<file path="config.mk">
export PLATFORM = sky130hd
export DESIGN_NAME = dataCacheCtrl
export DESIGN_NICKNAME = d
export VERILOG_FILES = /design/src/hdl/memPkg.sv /design/src/hdl/dataCacheCtrl.sv
export VERILOG_INCLUDE_DIRS = /design/src /design/src/hdl
export SDC_FILE = /design/constraint.sdc
export NUM_CORES = 1
export LEC_CHECK = 0
export ABC_AREA = 1
export ABC_CLOCK_PERIOD_IN_PS = 2900
export BUFFER_PORTS_ARGS = -buffer_cell sky130_fd_sc_hd__buf_2
export CELL_PAD_IN_SITES_DETAIL_PLACEMENT = 0
export CELL_PAD_IN_SITES_GLOBAL_PLACEMENT = 2
export CORE_MARGIN = 2
export CORE_UTILIZATION = 10
export DETAILED_ROUTE_END_ITERATION = 12
export HOLD_SLACK_MARGIN = 0.02
export PLACE_DENSITY_LB_ADDON = 0.1
export SYNTH_ARGS = -nofsm -noshare
export SYNTH_HDL_FRONTEND = slang
export SYNTH_SLANG_ARGS = --single-unit
</file>
<file path="constraint.sdc">
create_clock -name clk -period 2.9 [get_ports clk]
set_input_delay 0.58 -clock clk [delete_from_list [all_inputs] [get_ports clk]]
set_output_delay 0.58 -clock clk [all_outputs]
set_load 0.02 [all_outputs]
</file>
<file path="src/hdl/mem_macros.svh">
`ifndef MEM_MACROS_SVH
`define MEM_MACROS_SVH

// words in one cache block
`define BLOCK_WORDS 4

// bits needed to index a word inside a block
`define BEAT_BITS 2

// instruction cache lines, direct mapped
`define ICACHE_LINES 16

// data cache lines, direct mapped
`define DCACHE_LINES 8

// simulated memory depth in 32-bit words
`define MEM_WORDS 1024

// idle cycles before each beat is ready
`define MEM_WAIT 2

`endif

</file>
<file path="src/hdl/memPkg.sv">
`include "mem_macros.svh"

package memPkg;

  // request from one cache toward the bus
  typedef struct packed {
    logic        request;
    logic        write;
    // word address of the block, low beat bits zero
    logic [29:0] blockAdr;
  } busReqT;

  // response shared by both caches
  typedef struct packed {
    logic                   ready;
    logic [`BEAT_BITS-1:0]  beat;
    logic                   last;
    logic [31:0]            rdata;
  } busRspT;

  // one byte address split two ways
  // instr cache has 16 lines, data cache 8
  typedef union packed {
    struct packed {
      logic [23:0] tag;
      logic [3:0]  index;
      logic [1:0]  wordOff;
      logic [1:0]  byteOff;
    } instrView;
    struct packed {
      logic [24:0] tag;
      logic [2:0]  index;
      logic [1:0]  wordOff;
      logic [1:0]  byteOff;
    } dataView;
  } memAdrU;

  // current bus owner
  typedef enum logic [1:0] {
    grantNone,
    grantInstr,
    grantData
  } grantT;

endpackage

</file>
<file path="src/hdl/dataCacheCtrl.sv">
`timescale 1ns/10ps
`include "mem_macros.svh"

module dataCacheCtrl (
  input  logic           clk,
  input  logic           rstN,
  input  logic           memRead,
  input  logic           memWrite,
  input  memPkg::memAdrU adr,
  input  logic           hit,
  input  logic           dirty,
  input  logic [24:0]    victimTag,
  input  logic           grant,
  input  memPkg::busRspT rsp,
  output logic           dStall,
  output logic           fillWord,
  output logic           writeLine,
  output memPkg::busReqT busReq
);

  typedef enum logic [1:0] {
    idle,
    writeBack,
    fill
  } stateT;

  stateT state;
  stateT nextState;
  logic  access;
  logic  beatDone;
  logic  burstDone;

  assign access    = memRead || memWrite;
  // granted beats only
  assign beatDone  = grant && rsp.ready;
  assign burstDone = beatDone && rsp.last;

  always_ff @(posedge clk or negedge rstN) begin
    if (!rstN) begin
      state <= idle;
    end else begin
      state <= nextState;
    end
  end

  always_comb begin
    nextState = state;
    case (state)
      idle: begin
        // dirty victim goes out first
        if (access && !hit) begin
          nextState = dirty ? writeBack : fill;
        end
      end
      writeBack: begin
        if (burstDone) begin
          nextState = fill;
        end
      end
      fill: begin
        if (burstDone) begin
          nextState = idle;
        end
      end
      default: nextState = idle;
    endcase
  end

  // stall until the access hits in idle
  assign dStall = (state != idle) || (access && !hit);

  // fill beats land on the ready edge
  assign fillWord = (state == fill) && beatDone;

  // store on a hit, including the one right after a fill
  assign writeLine = (state == idle) && memWrite && hit;

  // victim block while writing back, new block while filling
  assign busReq.request  = (state != idle);
  assign busReq.write    = (state == writeBack);
  assign busReq.blockAdr = (state == writeBack) ?
                           {victimTag, adr.dataView.index, `BEAT_BITS'(0)} :
                           {adr.dataView.tag, adr.dataView.index, `BEAT_BITS'(0)};

endmodule

</file>
# Yosys cells after proc, flatten, opt, wreduce, memory -nomap -nowiden
# Index checks and enable logic that the tools add are counted.
word_totals:
  regBits: 2
  input_bits: 100
  output_inout_bits: 35
  elab_cells: 24
classes:
  eq_ne: 5
  mux: 6
  n_reduce_logical: 12
ops:
  columns: ["operator", "n"]
  rows:
  - ["$mux W30", 1]
  - ["$mux W2", 4]
  - ["$logic_and A1 B1 Y1", 6]
  - ["$pmux W2 S3", 1]
  - ["$ne A2 B2 Y1 const B", 2]
  - ["$reduce_and A3 Y1", 1]
  - ["$eq A2 B1 Y1 const B", 1]
  - ["$eq A2 B2 Y1 const B", 1]
  - ["$logic_not A2 Y1", 1]
  - ["$logic_or A1 B1 Y1", 2]
  - ["$ne A2 B1 Y1 const B", 1]
  - ["$reduce_bool A2 Y1", 1]
  - ["$logic_not A1 Y1", 1]

# Longest topological paths before layout
logic_depth:
  ltp_word: 4
  mapped_depth: 6
  ltp_nobuf: 6

# Worst setup path after synthesis
# OpenSTA, ideal clock, no wires.
synth_timing:
  path_type: "reg-to-output"
  from: "reg state[1]"
  to: "out busReq[19] (netlist bit)"
  arrival_ps: 992
  required_ps: 2320
  slack_ps: 1328
  stages_incl_launch_ff: 7
  n_path_buf: 1
  cell_sequence: "dfrtp_1 > inv_2 > nand2_4 > inv_4 > buf_6 > nand2_1 > nand2_1"
synth_rtl:
  columns: ["item", "line", "text"]
  rows:
  - ["from (decl)", "dataCacheCtrl.sv:27", "stateT state;"]
  - ["from (signal assigned)", "dataCacheCtrl.sv:40", "state <= idle;"]
  - ["from (signal assigned)", "dataCacheCtrl.sv:42", "state <= nextState;"]
  - ["to (decl)", "dataCacheCtrl.sv:18", "output memPkg::busReqT busReq"]

==> results.txt <==
Critical path's slowest cell: dfrtp_1
Hpwl dp: 1.72 mm
Unique masters post-synth: 13
Placed Cells: 263
CP Capture Type: primary output
Max Buffers Root-to-Sink: 2
Post-place instance area: 982 sq um
Core box area: 0.00507 sq mm
Die Y: 76.5 microns
Antenna Cells: 0
Worst skew pair latency: 0.21 ns
Via-to-Cell Ratio: 3.38
Drc violations: 0
LEAKAGE: 0.698 nW
Vias in the first global route: 850
Pin count of the biggest net entering global routing: 28
MaxCap Viol Count: 0
Reg with most FFs: state
CP cell instances: inv_2 -> nand2_4 -> inv_4 -> nand2_1 -> nand2_1 -> buf_2
WL final: 2.24 mm
Setup TNS: 0 ns
Area grow syn2layout: 94.8%
RSZ-0062 raised after global routing: false
Slowest stage delay, CP: 0.41 ns
CP Data Required Time: 2.32 ns
CTS tree: built
Fin Clk Skew: 0.0000663 ns
Post-CTS Setup Inserts: 0
Chip width: 76.5 microns
Yosys reg bits: 2
Gr ovfl total: 0
Starting Density: 10.4%
Largest register FFs: 2
Yosys top cell by area: nand2_1
Fin nets: 298
Min Clock Period, post-route: 2.11 ns
Vias: 900
R2R Path Start: state[1]$_DFFE_PN0P_
Cell area after synthesis: 526 sq um
Commonest non-fill, non-tap cell in the layout: buf_2
Synth area leaders: nand2_1 60%, buf_4 10%, dfrtp_1 9.5%, buf_6 4.3%, nand3_1 3.8%
Cells on worst reg2reg path: 5
Status: complete, no violations
I/O Buffers: 88
Period utilization: 72.8%
Post-synth top area share: 60.0%
Clock-pin slew on the worst setup and hold paths: 0.03 ns
Worst Path Arrival: 1.53 ns
Ys Warns: 0
Post-Synthesis Cells: 113
Pins Over Slew Limit: 0
Die ar.: 0.00585 sq mm
RD Place Congestion: 0.704
Total GRT Usage: 7.53%
Critical path startpoint category: flop
Rows: 26
TritonRoute pass-1 iters: 4
Post-route cell area: 0.00102 sq mm
P per Cell Area: 689 mW/mm^2
CP max FO: 27
Hold Vio Cnt, Final: 0
Sequential fraction of the synthesis area: 9.52%
DRT iter0 DRCs: 29
Final Non-Filler Cells: 266
Most frequent cells in the layout: 88 x buf_2, 84 x nand2_1, 4 x nor2_1, 4 x inv_1, 4 x nand3_1
WL/cell: 8.41 microns
Number of antenna violations at the first check in global routing: 0
Ports: 135
Cts bufs inserted: 3
FF-to-FF End: state[0]$_DFFE_PN0P_
Mean Syn Cell Area: 4.65 sq um
Final ANT Viol Nets: 0
Max frequency: 474 MHz
Cts repair resizes: 0
Global-route wire length before repair: 3.73 mm
Layout cells sized above 1: 48.0%
Hold Crit Class: in -> async
Setup Viol. Count Final: 0
R2R Setup Slk: 1.66 ns
Htree depth: 1
Clk sinks: 2
Largest regs: state: 2 flops
Maximum vdd drop: 0.000263 V
Most used cell, CP: nand2_1
Root buffer cell: clkbuf_8
Power Total: 0.000705 W
Hold_buf cts: 0
Critical path class: reg -> out
-- worst max path at each step --
stage | start | end | slack, ns | cells after the start
after floorplan | state[1]$_DFFE_PN0P_ | busReq[19] | 1.33 | 6
after global placement | state[1]$_DFFE_PN0P_ | busReq[19] | 0.98 | 6
after detailed placement | state[1]$_DFFE_PN0P_ | busReq[25] | 0.96 | 6
after CTS | state[1]$_DFFE_PN0P_ | busReq[25] | 0.73 | 6
after global routing | state[1]$_DFFE_PN0P_ | busReq[15] | 0.58 | 6
final | state[1]$_DFFE_PN0P_ | busReq[25] | 0.79 | 6
-- through the flow --
step,util [%],hold slack (ns),worst slack (ns)
after detailed placement,19.4,0.369,0.962
after global routing,20.2,0.148,0.581
final,20.2,0.153,0.788
after global placement,19.4,0.369,0.975
after CTS,20.2,0.147,0.732
after floorplan,-,0.284,1.33
-- final cells by class --
class	count	area [sq um]
multi-input cells	97	379
clock buffers	3	41.3
well taps	70	87.6
repair buffers	88	440
fillers	610	4050
flip-flops and latches	2	50.0
inverters	6	25.0
-- critical path, delay by kind of cell (launching register included) --
| family | cells | cell delay, ns |
|---|---|---|
| flops | 1 | 0.41 |
| simple gates | 3 | 0.33 |
| buf+inv | 3 | 0.55 |
-- logic make-up after synthesis --
logic type	synth area share, %
DFF	9.52
buffers and inverters	19.0
AOI/OAI and AO/OA	1.90
other	0.714
and+or+nand+nor	68.8
-- routing by layer --
metal,vias up,track usage (%),routed length [microns]
met5,-,0,0
met4,0,1.64,0
met3,0,2.37,254
met2,54,12.9,1050
met1,353,9.19,934
li1,493,-,-
-- cells in the mapped netlist (all sizes together) --
| cell type | instances |
|---|---|
| conb | 1 |
| buf | 9 |
| a21oi | 1 |
| dfrtp | 2 |
| nor2 | 4 |
| nand2 | 85 |
| inv | 6 |
| nand3 | 4 |
| o21ai | 1 |
-- power by group --
part / internal [W] / switching (W)
Sequential: 0.0000403 / 0.0000150
Clock: 0.0000877 / 0.0000207
Combinational: 0.000175 / 0.000367
No activity file was read; power rests on OpenSTA's default activity.
