--- src/hdl/mem_macros.svh ---
`ifndef MEM_MACROS_SVH
`define MEM_MACROS_SVH

// words in one cache block
`define BLOCK_WORDS 4

// bits needed to index a word inside a block
`define BEAT_BITS 2

// instruction cache lines, direct mapped
`define ICACHE_LINES 16

// data cache lines, direct mapped
`define DCACHE_LINES 8

// simulated memory depth in 32-bit words
`define MEM_WORDS 1024

// idle cycles before each beat is ready
`define MEM_WAIT 2

`endif

--- src/hdl/memPkg.sv ---
`include "mem_macros.svh"

package memPkg;

  // request from one cache toward the bus
  typedef struct packed {
    logic        request;
    logic        write;
    // word address of the block, low beat bits zero
    logic [29:0] blockAdr;
  } busReqT;

  // response shared by both caches
  typedef struct packed {
    logic                   ready;
    logic [`BEAT_BITS-1:0]  beat;
    logic                   last;
    logic [31:0]            rdata;
  } busRspT;

  // one byte address split two ways
  // instr cache has 16 lines, data cache 8
  typedef union packed {
    struct packed {
      logic [23:0] tag;
      logic [3:0]  index;
      logic [1:0]  wordOff;
      logic [1:0]  byteOff;
    } instrView;
    struct packed {
      logic [24:0] tag;
      logic [2:0]  index;
      logic [1:0]  wordOff;
      logic [1:0]  byteOff;
    } dataView;
  } memAdrU;

  // current bus owner
  typedef enum logic [1:0] {
    grantNone,
    grantInstr,
    grantData
  } grantT;

endpackage

--- src/hdl/busArbiter.sv ---
`timescale 1ns/10ps
`include "mem_macros.svh"

module busArbiter (
  input  logic                  clk,
  input  logic                  rstN,
  input  memPkg::busReqT        instrReq,
  input  memPkg::busReqT        dataReq,
  input  logic [`BEAT_BITS-1:0] beat,
  input  logic                  last,
  input  logic                  memReady,
  output memPkg::grantT         grant,
  output memPkg::busReqT        memReq
);

  memPkg::busReqT selReq;

  // grant held for a whole burst
  always_ff @(posedge clk or negedge rstN) begin
    if (!rstN) begin
      grant <= memPkg::grantNone;
    end else begin
      case (grant)
        memPkg::grantNone: begin
          // data side wins a tie
          if (dataReq.request) begin
            grant <= memPkg::grantData;
          end else if (instrReq.request) begin
            grant <= memPkg::grantInstr;
          end
        end
        default: begin
          // one idle cycle after the final beat
          if (memReady && last) begin
            grant <= memPkg::grantNone;
          end
        end
      endcase
    end
  end

  // mux of the owning master
  always_comb begin
    case (grant)
      memPkg::grantInstr: selReq = instrReq;
      memPkg::grantData:  selReq = dataReq;
      default:            selReq = '0;
    endcase
  end

  assign memReq.request  = selReq.request;
  assign memReq.write    = selReq.write;
  // block base plus current beat
  assign memReq.blockAdr = {selReq.blockAdr[29:`BEAT_BITS], beat};

endmodule

--- config.mk ---
export PLATFORM = sky130hd
export DESIGN_NAME = busArbiter
export DESIGN_NICKNAME = d
export VERILOG_FILES = /design/src/hdl/memPkg.sv /design/src/hdl/busArbiter.sv
export VERILOG_INCLUDE_DIRS = /design/src /design/src/hdl
export SDC_FILE = /design/constraint.sdc
export NUM_CORES = 1
export LEC_CHECK = 0
export BUFFER_PORTS_ARGS = -buffer_cell sky130_fd_sc_hd__buf_2
export CORE_MARGIN = 1
export CORE_UTILIZATION = 30
export DETAILED_ROUTE_END_ITERATION = 10
export PLACE_DENSITY = 0.93
export SLEW_MARGIN = 20
export SYNTH_ARGS = -nofsm -noshare
export SYNTH_HDL_FRONTEND = slang
export SYNTH_SLANG_ARGS = --single-unit
--- constraint.sdc ---
create_clock -name clk -period 3.1 [get_ports clk]
set_input_delay 0.31 -clock clk [delete_from_list [all_inputs] [get_ports clk]]
set_output_delay 0.31 -clock clk [all_outputs]
set_load 0.02 [all_outputs]
# [Yosys cells after proc, flatten, opt, wreduce, memory -nomap -nowiden]
# Cells that the tools add are included.
[op_classes] reduce_logical=4 mux=5 eq_ne=3
[ops] op="32-bit one-hot mux with 2 select lines" count=1
[ops] op="2-bit two-way mux" count=4
[ops] op="3-bit inequality test (second input constant)" count=1
[ops] op="2-bit by 1-bit == test with 1-bit output (second input constant)" count=1
[ops] op="2-bit == test (second input constant)" count=1
[ops] op="2-bit logical NOT" count=1
[ops] op="2-bit AND reduction" count=1
[ops] op="2-bit nonzero test" count=1
[ops] op="1-bit logical AND" count=1
[totals] word_cells=13 ff_bits=2

# [Logic depth before layout (Yosys ltp)]
# Gate-level depths: netlist of the first run.
[depth] depth_word=3 ltp_mapped=5 ltp_nobuf=4

# [Least setup slack after synthesis of the first run]
# No wires, ideal clock.
[synth_timing] path_type="reg2out" from="register grant[0]" to="output memReq[10] in the netlist's numbering" stages_incl_launch_ff=5 path_buffers=1 required_time_ns=2.790 t_arrival_ns=1.440 path_slack_ns=1.350 path_cell_list="dfrtp_1 > inv_1 > ha_1 > clkbuf_1 > nor2b_1"
[synth_lines] item="start: declaration" line_no="busArbiter.sv:12" source="output memPkg::grantT grant,"
[synth_lines] item="start signal: assignment" line_no="busArbiter.sv:21" source="grant <= memPkg::grantNone;"
[synth_lines] item="start signal: assignment" line_no="busArbiter.sv:27" source="grant <= memPkg::grantData;"
[synth_lines] item="start signal: assignment" line_no="busArbiter.sv:29" source="grant <= memPkg::grantInstr;"
[synth_lines] item="end: declaration" line_no="busArbiter.sv:13" source="output memPkg::busReqT memReq"

==> results of run 1 <==
-- cell usage after synthesis --
master    count
a22oi_1      29
a22oi_2       1
buf_4         5
buf_6         3
clkbuf_1      3
dfrtp_1       2
ha_1          3
inv_1         2
mux2i_1       1
nand2_1       3
nor2b_1      31
o21ai_0       2
o21bai_1      1
-- worst max-delay path by stage --
stage,from,end,cells past startpoint
floorplan,grant[0],memReq[10],4
global route,grant[0],memReq[15],6
detailed placement,grant[0],memReq[26],6
global placement,grant[0],memReq[27],6
CTS,grant[1],memReq[10],6
finish,grant[0],memReq[30],6
-- layout by cell type (no fill, tap or decap) --
master	count
nor2b_1	31
buf_4	2
clkbuf_4	3
a22oi_1	29
o21ai_0	2
dlygate4sd3_1	1
buf_2	95
o21bai_1	1
nand2_1	3
inv_1	2
dfrtp_1	2
ha_1	3
a22oi_2	1
mux2i_1	1
-- area by class of cell --
class | instances | area, sq um
Timing Repair Buffer | 98 | 500.5
Clock buffer | 3 | 22.52
Tap cell | 27 | 33.78
Sequential cell | 2 | 50.05
Multi-Input combinational cell | 71 | 500.5
Fill cell | 207 | 867.1
Inverter | 2 | 7.507
-- routing by layer --
metal	vias to the layer above	GRT usage	wire length, microns
li1	491	-	-
met1	423	0.1814	901
met2	58	0.2800	1005
met3	2	0.03704	234
met4	0	0.06667	14
met5	-	0	0
-- through the flow --
stage	cell area, sq um	setup slack (ns)	hold WS, ns	utilization
2_1_floorplan	640.6	1.350	0.01441	-
4_1_cts	1115	0.7901	0.3443	0.5625
6_report	1115	0.8228	0.3470	0.5625
3_3_place_gp	1082	1.057	0.09535	0.5461
5_1_grt	1115	0.6243	0.3834	0.5625
3_5_place_dp	1082	1.053	0.09663	0.5461
-- power by group through the flow --
| stage | clock [W] | sequential (W) | combinational, W |
|---|---|---|---|
| 3_5_place_dp | 0 | 0.0000527 | 0.000895 |
| 6_report | 0.0000586 | 0.0000531 | 0.000889 |
| 3_3_place_gp | 0 | 0.0000525 | 0.000885 |
| 5_1_grt | 0.0000631 | 0.0000559 | 0.000989 |
| 4_1_cts | 0.0000624 | 0.0000528 | 0.000898 |
| 2_1_floorplan | 0 | 0.0000641 | 0.000675 |
-- tightest hold or removal path, stage by stage --
cell,delay [ns]
buf_2,0.09
o21ai_0,0.07
o21ai_0,0.06
-- cell families after synthesis --
logic type,share of synthesized area
AOI/OAI and AO/OA,0.3867
adders and majority gates,0.05860
buffers and inverters,0.1406
DFF,0.07813
muxes,0.01563
and+or+nand+nor,0.3203
==> key figures, run 1 <==
CTS
  – Clock Sinks: 2
  – CTS buffer count: 3
  – CTS root buf: clkbuf_4
  – H-Tree Depth: 1
  – Latest clock arrival within the worst-skew pair: 0.23 ns
  – Setup bufs post-CTS: 0
  – Clock-pin slew on the worst setup and hold paths: 0.03 ns
  – TritonCTS clock tree: done
  – Post-CTS sizing: 0
  – Max clock buf depth: 2
  – # hold bufs at CTS: 1

Setup path
  – WP data required: 2.79 ns
  – CP cell instances: inv_1 > ha_1 > buf_4 > a22oi_1 > nor2b_1 > buf_2
  – Slowest stage cell, crit path: ha_1
  – Worst stage delay on the critical path: 0.50 ns
  – R2R Path Start: grant[0]
  – R2R Setup Slk: 2.09 ns
  – Crit path kind: flip-flop to primary output
  – FF-to-FF path depth: 4
  – Worst r2r dst: grant[1]
  – Critical Path AT: 1.97 ns
  – Worst-path maximum fanout: 16
  – Critical Path Start Type: flip-flop
  – Crit end category: primary output
  – Delay-heaviest family, CP: buffers and inverters
  – Bufs and invs on worst path: 3

Flow run
  – Max Cap Viol: 0

Floorplanning
  – Core Region: 1982 sq um
  – Row cnt: 16
  – DIE HEIGHT: 48.21 microns
  – Die width: 48.21 microns
  – Area of the die: 2324 sq um
  – Initial Utilization: 0.3232
  – IO Pins: 104

Logic synthesis
  – Mapped Nets: 159
  – Synth top area cells: a22oi_1 (34%), nor2b_1 (30%), dfrtp_1 (7.8%)
  – Sequential element share of the synthesized area: 0.07813
  – Area leader, netlist: a22oi_1
  – Mapped Area: 640.6 sq um
  – Synth unique cells: 13
  – Yosys warnings: 0
  – Synth Instances: 86
  – Share of the synthesized area in the top cell type: 0.3398
  – Yosys reg bits: 2
  – Syn Area/Cell: 7.449 sq um

Timing
  – Final Hold Viols: 0
  – Setup TNS: 0 ns
  – Fin crit share: 0.7346
  – Final min period: 2.277 ns
  – Final Max Tran Viols: 0
  – Worst Clk Skew: 0.005599 ns
  – RSZ-0062 raised after global routing: false
  – F_max: 439.1 MHz
  – Relative slew margins: 0.5580
  – Slew @ Worst Pin: 0.6630 ns
  – Final number of setup-violating endpoints: 0

Routing
  – WL/cell: 10.62 microns
  – Avg Vias per Cell: 4.798
  – Drt first pass iters: 4
  – DR iter-0 viols: 30
  – Via count: 974
  – Post-route DRC violation count: 0
  – ANT nets after route: 0
  – Final wirelength: 2156 microns

Pwr
  – Pwr/cell area: 898.0 nW/um^2
  – Peak supply drop: 0.6095 mV
  – Switching pwr: 0.0005480 W
  – Static Leak: 0.6188 nW
  – Combinational power share: 0.888
  – Tot Pwr: 0.001001 W
  – P_int: 0.0004531 W
  – Sequential power share: 0.053
  – Clock share of power: 0.059
  – Sw frac: 0.5474

Layout
  – Max FFs per register: 2
  – Reg with most FFs: grant
  – Area growth syn-to-layout: 74.02%
  – Non-filler instance count after layout: 203
  – Antenna cell count: 0
  – Final Net Count: 251
  – Layout cells sized above 1: 0.5739
  – Regs by FF count: grant: 2 flops

Status
  – Status: completed

Global routing
  – First-pass GRT wire length: 2622 microns
  – Grt total ovfl: 0
  – Largest net degree at the start of global routing: 31
  – Vias in the first global route: 674
  – Total track usage: 0.1587
  – Initial antenna violation count: 0

Min path
  – Hold path startpoint: dataReq[31]
  – Hold EP: grant[1]
  – HP Class: input pin to flip-flop
  – Hold Path Stages: 3

Placed design
  – DP HPWL: 1650 microns
  – Placed Cells: 199
  – IO buf count: 95
  – Routability Congestion: 0.6414
(Power assumes the default switching activity.)
==> run 2, diff against run 1 <==
Settings changed: CORE_UTILIZATION 30 to 28, PLACE_DENSITY 0.93 to 0.88.
Clock period 3.1 ns to 2.4 ns, I/O delays scaled along.
==> key figures, run 2 (synthesis gave the netlist of run 1 again) <==
Status
  – Status: completed (unchanged)

Timing
  – Worst Clk Skew: 0.003610 ns (was 0.005599 ns)
  – Final Max Tran Viols: 0 (unchanged)
  – Fin crit share: 0.8565
  – Setup TNS: 0 ns (unchanged)
  – Slew @ Worst Pin: 0.6431 ns (was 0.6630 ns)
  – Relative slew margins: 0.5712 (was 0.5580)
  – Final number of setup-violating endpoints: 0 (unchanged)
  – F_max: 486.5 MHz
  – Final min period: 2.055 ns
  – Final Hold Viols: 0 (unchanged)
  – RSZ-0062 raised after global routing: false (unchanged)
  – Fin Hold WS: 0.2905 ns (was 0.3470 ns)

Global routing
  – Largest net degree at the start of global routing: 31 (unchanged)
  – Total track usage: 0.1670 (was 0.1587)
  – Initial antenna violation count: 0 (unchanged)
  – Grt total ovfl: 0 (unchanged)
  – First-pass GRT wire length: 3325 microns (was 2622 microns)
  – Vias in the first global route: 867 (was 674)

Routing
  – WL/cell: 10.43 microns (was 10.62 microns)
  – Via count: 954 (was 974)
  – Avg Vias per Cell: 4.654 (was 4.798)
  – DR iter-0 viols: 21 (was 30)
  – Drt first pass iters: 4 (unchanged)
  – ANT nets after route: 0 (unchanged)
  – Final wirelength: 2139 microns (was 2156 microns)
  – Post-route DRC violation count: 0 (unchanged)

Pwr
  – Pwr/cell area: 1154 nW/um^2 (was 898.0 nW/um^2)
  – Static Leak: 0.6292 nW (was 0.6188 nW)
  – Peak supply drop: 0.6830 mV (was 0.6095 mV)

Layout
  – Fin util: 0.5479 (was 0.5625)
  – Area growth syn-to-layout: 76.37% (was 74.02%)
  – # fillers: 220 (was 207)
  – Commonest non-fill, non-tap cell in the layout: buf_2 (unchanged)
  – Post-route cell area: 1130 sq um (was 1115 sq um)
  – Final Net Count: 253 (was 251)
  – Area taken by multi-input logic gates: 500.5 sq um (unchanged)
  – Regs by FF count: grant: 2 flops (unchanged)
  – Reg with most FFs: grant (unchanged)
  – Layout cells sized above 1: 0.5787 (was 0.5739)
  – Sequential cell area: 50.05 sq um (unchanged)
  – Most frequent cells in the layout: buf_2 (95), nor2b_1 (31), a22oi_1 (29) (unchanged)
  – Max FFs per register: 2 (unchanged)
  – Non-filler instance count after layout: 205 (was 203)
  – Antenna cell count: 0 (unchanged)

Floorplanning
  – Die width: 49.83 microns (was 48.21 microns)
  – Initial Utilization: 0.3107 (was 0.3232)
  – Area of the die: 2483 sq um (was 2324 sq um)
  – IO Pins: 104 (unchanged)
  – Core Region: 2062 sq um (was 1982 sq um)
  – DIE HEIGHT: 49.83 microns (was 48.21 microns)
  – Row cnt: 16 (unchanged)

Setup path
  – Worst-path maximum fanout: 30 (was 16)
  – Crit path kind: flip-flop to primary output (unchanged)
  – Critical Path AT: 1.82 ns (was 1.97 ns)
  – WP data required: 2.16 ns (was 2.79 ns)
  – Critical Path Start Type: flip-flop (unchanged)
  – Crit end category: primary output (unchanged)

Placed design
  – IO buf count: 95 (unchanged)
  – DP Area: 1097 sq um (was 1082 sq um)
  – Placed Cells: 201 (was 199)
  – DP HPWL: 1640 microns (was 1650 microns)
  – Routability Congestion: 0.6673 (was 0.6414)

CTS
  – TritonCTS clock tree: done (unchanged)
  – H-Tree Depth: 1 (unchanged)
  – Clock Sinks: 2 (unchanged)
  – Max clock buf depth: 2 (unchanged)
  – Setup bufs post-CTS: 0 (unchanged)
  – CTS root buf: clkbuf_4 (unchanged)
  – CTS buffer count: 3 (unchanged)
  – Clock-pin slew on the worst setup and hold paths: 0.03 ns (about the same)
  – Latest clock arrival within the worst-skew pair: 0.23 ns (about the same)

Min path
  – HP Class: input pin to flip-flop (unchanged)

Flow run
  – Max Cap Viol: 0 (unchanged)
run 2: cell types whose count changed in the layout (fill, tap and decap cells not counted), sizes merged:
| cell | before | now |
|---|---|---|
| buf | 97 | 99 |
run 2: worst max-delay path, stage by stage (launching register included):
cell     delay, ns
dfrtp_1       0.41
inv_1         0.09
ha_1          0.71
nor2b_1       0.21
buf_2         0.17
run 2: final timing paths:
kind	to	start	slack (ns)	cells past startpoint
max	memReq[15]	grant[0]	0.34	4
min reg2reg	grant[1]	grant[1]	0.60	2
min in group asynchronous	grant[1]	rstN	0.33	2
min	grant[1]	dataReq[31]	0.29	3
max in group asynchronous	grant[0]	rstN	1.97	2
max reg2reg	grant[1]	grant[0]	1.36	4
run 2: per-layer routing:
layer | vias up | track usage | part of all wire
met1 | 396 | 0.1602 | 0.39
met5 | - | 0 | 0
met4 | 0 | 0.04286 | 0.0079
li1 | 494 | - | -
met2 | 62 | 0.3333 | 0.48
met3 | 2 | 0.05247 | 0.12
run 2: final cells by class:
class / instances / area share
Inverter: 2 / 0.006645
Multi-Input combinational cell: 71 / 0.4430
Clock buffer: 3 / 0.01993
Sequential cell: 2 / 0.04430
Timing Repair Buffer: 100 / 0.4563
Tap cell: 27 / 0.02990
run 2: repair_timing:
item                      4_1_cts  5_1_grt
hold buffers                    1        0
hold endpoints to repair        2        0
resized for setup               0        0
run 2: power breakdown:
part / internal, W / switching (W) / leakage, nW / total, W
clock network: 0.0000552 / 0.0000193 / 0.0138 / 0.0000744
registers: 0.0000490 / 0.0000202 / 0.0251 / 0.0000692
logic: 0.000494 / 0.000666 / 0.590 / 0.00116
run 2: through the flow:
step	power, W	worst slack (ns)
after global routing	0.001429	0.1455
after detailed placement	0.001239	0.5541
final	0.001304	0.3445
after floorplan	0.0009552	0.7195
after global placement	0.001234	0.5626
after CTS	0.001323	0.3121
==> run 3, diff against run 2 <==
Settings changed: ABC_AREA set to 1, CORE_MARGIN 1 to unset, CORE_UTILIZATION 28 to 30, CTS_CLUSTER_DIAMETER set to 40, PLACE_DENSITY 0.88 to 0.89.
==> key figures, run 3 <==
Timing
  – Final WS setup: 0.6077 ns (was 0.3445 ns)
  – Final Max Tran Viols: 0 (unchanged)
  – Fin crit share: 0.7468 (was 0.8565)
  – Relative slew margins: 0.8216 (was 0.5712)
  – Final min period: 1.792 ns (was 2.055 ns)
  – RSZ-0062 raised after global routing: false (unchanged)
  – Worst Clk Skew: 0.007688 ns (was 0.003610 ns)
  – Setup TNS: 0 ns (unchanged)
  – Final number of setup-violating endpoints: 0 (unchanged)
  – Final Hold Viols: 0 (unchanged)
  – Slew @ Worst Pin: 0.2677 ns (was 0.6431 ns)
  – F_max: 557.9 MHz (was 486.5 MHz)

Floorplanning
  – Core Region: 2212 sq um (was 2062 sq um)
  – Die width: 50.59 microns (was 49.83 microns)
  – DIE HEIGHT: 50.59 microns (was 49.83 microns)
  – IO Pins: 104 (unchanged)
  – Row cnt: 17 (was 16)
  – Area of the die: 2559 sq um (was 2483 sq um)
  – Initial Utilization: 0.3201 (was 0.3107)

Layout
  – Commonest non-fill, non-tap cell in the layout: buf_2 (unchanged)
  – Area taken by multi-input logic gates: 564.3 sq um (was 500.5 sq um)
  – Regs by FF count: grant: 2 flops (unchanged)
  – Antenna cell count: 0 (unchanged)
  – Reg with most FFs: grant (unchanged)
  – # fillers: 233 (was 220)
  – Most frequent cells in the layout: buf_2 (95), nand2_1 (64), a21oi_2 (30) (was buf_2 (95), nor2b_1 (31), a22oi_1 (29))
  – Max FFs per register: 2 (unchanged)
  – Final Net Count: 288 (was 253)
  – Sequential cell area: 50.05 sq um (unchanged)
  – Layout cells sized above 1: 0.6291 (was 0.5787)
  – Area growth syn-to-layout: 71.91% (was 76.37%)

Logic synthesis
  – Synth top area cells: a21oi_2 (37%), nand2_1 (34%), dfrtp_1 (7.1%) (was a22oi_1 (34%), nor2b_1 (30%), dfrtp_1 (7.8%))
  – Synth Instances: 119 (was 86)
  – FFs w/ async S/R, synth: 1.000 (unchanged)
  – Yosys warnings: 0 (unchanged)
  – Syn Area/Cell: 5.951 sq um (was 7.449 sq um)
  – Share of the synthesized area in the top cell type: 0.3710 (was 0.3398)
  – Synth unique cells: 11 (was 13)
  – Area leader, netlist: a21oi_2 (was a22oi_1)
  – Yosys reg bits: 2 (unchanged)
  – Mapped Area: 708.2 sq um (was 640.6 sq um)
  – Post-synth EDFFs: 0 (unchanged)
  – Mapped Nets: 192 (was 159)
  – Top FF cell, synth: dfrtp_1 (unchanged)
  – Synth cell count leaders: nand2_1 (64), a21oi_2 (30), buf_2 (6) (was nor2b_1 (31), a22oi_1 (29), buf_4 (5))
  – Sequential element share of the synthesized area: 0.07067 (was 0.07813)
  – Cell with the most instances after synthesis: nand2_1 (was nor2b_1)

Pwr
  – Sw frac: 0.6276 (was 0.5414)
  – Pwr/cell area: 1147 nW/um^2 (was 1154 nW/um^2)
  – Peak supply drop: 0.8895 mV (was 0.6830 mV)
  – Clock share of power: 0.056 (was 0.057)
  – Switching pwr: 0.0008767 W (was 0.0007057 W)
  – Sequential power share: 0.046 (was 0.053)
  – P_int: 0.0005202 W (was 0.0005979 W)
  – Static Leak: 0.6556 nW (was 0.6292 nW)
  – Combinational power share: 0.898 (was 0.890)

Placed design
  – IO buf count: 95 (unchanged)
  – Routability Congestion: 0.6532 (was 0.6673)
  – Dpl ws: 0.8514 ns (was 0.5541 ns)
  – DP HPWL: 1802 microns (was 1640 microns)

Setup path
  – Worst-path maximum fanout: 17 (was 30)
  – Slowest stage cell, crit path: dfrtp_1 (was ha_1)
  – CP cell instances: inv_1 > ha_1 > inv_1 > buf_4 > a21oi_2 > buf_2 (was inv_1 > ha_1 > nor2b_1 > buf_2)
  – Worst stage delay on the critical path: 0.38 ns (was 0.71 ns)
  – CP most frequent cell: inv_1
  – Worst r2r dst: grant[1] (unchanged)
  – Crit path depth: 6 (was 4)
  – Crit path from: grant[0] (unchanged)
  – Critical Path Start Type: flip-flop (unchanged)
  – Crit path kind: flip-flop to primary output (unchanged)
  – Crit end category: primary output (unchanged)
  – Bufs and invs on worst path: 4 (was 2)
  – R2R Path Start: grant[0] (unchanged)
  – FF-to-FF path depth: 6 (was 4)
  – Delay-heaviest family, CP: buffers and inverters (was adder cells)
  – Last element of the critical path: memReq[29] (was memReq[15])
  – Critical Path AT: 1.55 ns (was 1.82 ns)
  – WP data required: 2.16 ns (about the same)
  – R2R Setup Slk: 1.30 ns (was 1.36 ns)

Global routing
  – Vias in the first global route: 914 (was 867)
  – Largest net degree at the start of global routing: 18 (was 31)
  – Total track usage: 0.1721 (was 0.1670)
  – Initial antenna violation count: 0 (unchanged)
  – Grt total ovfl: 0 (unchanged)
  – First-pass GRT wire length: 3512 microns (was 3325 microns)

CTS
  – H-Tree Depth: 1 (unchanged)
  – Clock Sinks: 2 (unchanged)
  – CTS root buf: clkbuf_4 (unchanged)
  – Max clock buf depth: 2 (unchanged)
  – Setup bufs post-CTS: 0 (unchanged)
  – CTS buffer count: 3 (unchanged)
  – Latest clock arrival within the worst-skew pair: 0.23 ns (about the same)
  – TritonCTS clock tree: done (unchanged)
  – Clock-pin slew on the worst setup and hold paths: 0.03 ns (about the same)

Routing
  – Post-route DRC violation count: 0 (unchanged)
  – Final wirelength: 2226 microns (was 2139 microns)
  – WL/cell: 9.237 microns (was 10.43 microns)
  – Drt first pass iters: 4 (unchanged)
  – DR iter-0 viols: 11 (was 21)
  – Via count: 1064 (was 954)
  – Avg Vias per Cell: 4.415 (was 4.654)
  – ANT nets after route: 0 (unchanged)

Flow run
  – Max Cap Viol: 0 (unchanged)

Min path
  – HP Class: input pin to flip-flop (unchanged)

Status
  – Status: completed (unchanged)
## run 3: changes by cell type in the layout (fill, tap and decap cells not counted), sizes merged, moves of 2 or more
cell / previous run / this run
nand2: 3 / 64
nor2b: 31 / 0
a21oi: 0 / 30
a22oi: 30 / 0
nand3: 0 / 3
buf: 99 / 101
inv: 2 / 4
## run 3: area by class of cell
type / count / area share
Clock buffer: 3 / 0.01850
Multi-Input combinational cell: 102 / 0.4635
Inverter: 4 / 0.01233
Sequential cell: 2 / 0.04111
Timing Repair Buffer: 102 / 0.4358
Tap cell: 28 / 0.02878
## run 3: worst min path at each step
stage                  from  endpoint  slack, ns  depth (start not counted)
3_3_place_gp           rstN  grant[0]       0.03                          1
3_5_place_dp           rstN  grant[0]       0.03                          1
2_1_floorplan          rstN  grant[0]      -0.06                          0
4_1_cts        instrReq[31]  grant[0]       0.25                          3
6_report       instrReq[31]  grant[0]       0.25                          3
5_1_grt        instrReq[31]  grant[0]       0.27                          3
## run 3: cell families (layout without fill, tap and decap cells)
group           count (synthesis)  in the layout  share of synthesized area
simple gates                   68             68                     0.3657
compound gates                 31             31                     0.3781
buf+inv                        15            109                     0.1325
fa+ha+maj                       3              3                    0.05301
flops                           2              2                    0.07067
## run 3: metrics by stage
| step | total power (W) | cells | hold slack [ns] | instance area [sq um] | utilization |
|---|---|---|---|---|---|
| floorplan | 0.001002 | 119 | -0.05559 | 708.2 | - |
| global placement | 0.001325 | 237 | 0.02780 | 1185 | 0.5356 |
| detailed placement | 0.001332 | 237 | 0.02818 | 1185 | 0.5356 |
| CTS | 0.001420 | 241 | 0.2467 | 1217 | 0.5503 |
| global route | 0.001532 | 241 | 0.2727 | 1217 | 0.5503 |
| finish | 0.001397 | 241 | 0.2495 | 1217 | 0.5503 |
## run 3: tightest hold or removal path: stages
cell and delay (ns):
buf_2 0.10, nand2_1 0.05, nand2_1 0.05
## run 3: power by group through the flow
stage	logic (W)	clock network, W	registers, W
detailed placement	0.00127	0	0.0000648
floorplan	0.000922	0	0.0000806
global placement	0.00126	0	0.0000648
finish	0.00125	0.0000776	0.0000648
CTS	0.00127	0.0000811	0.0000646
global route	0.00138	0.0000869	0.0000667
## run 3: routing by layer
layer | track usage | routed length, microns
met5 | 0 | 0
met4 | 0.07407 | 16
met3 | 0.03939 | 259
met2 | 0.3378 | 1073
met1 | 0.1679 | 876
## run 3: timing repair
| action | CTS | global route |
|---|---|---|
| endpoints found under the hold margin | 2 | 0 |
| hold buffers | 1 | 0 |
| resized for setup | 0 | 0 |
| endpoints found under the setup margin | 0 | 0 |
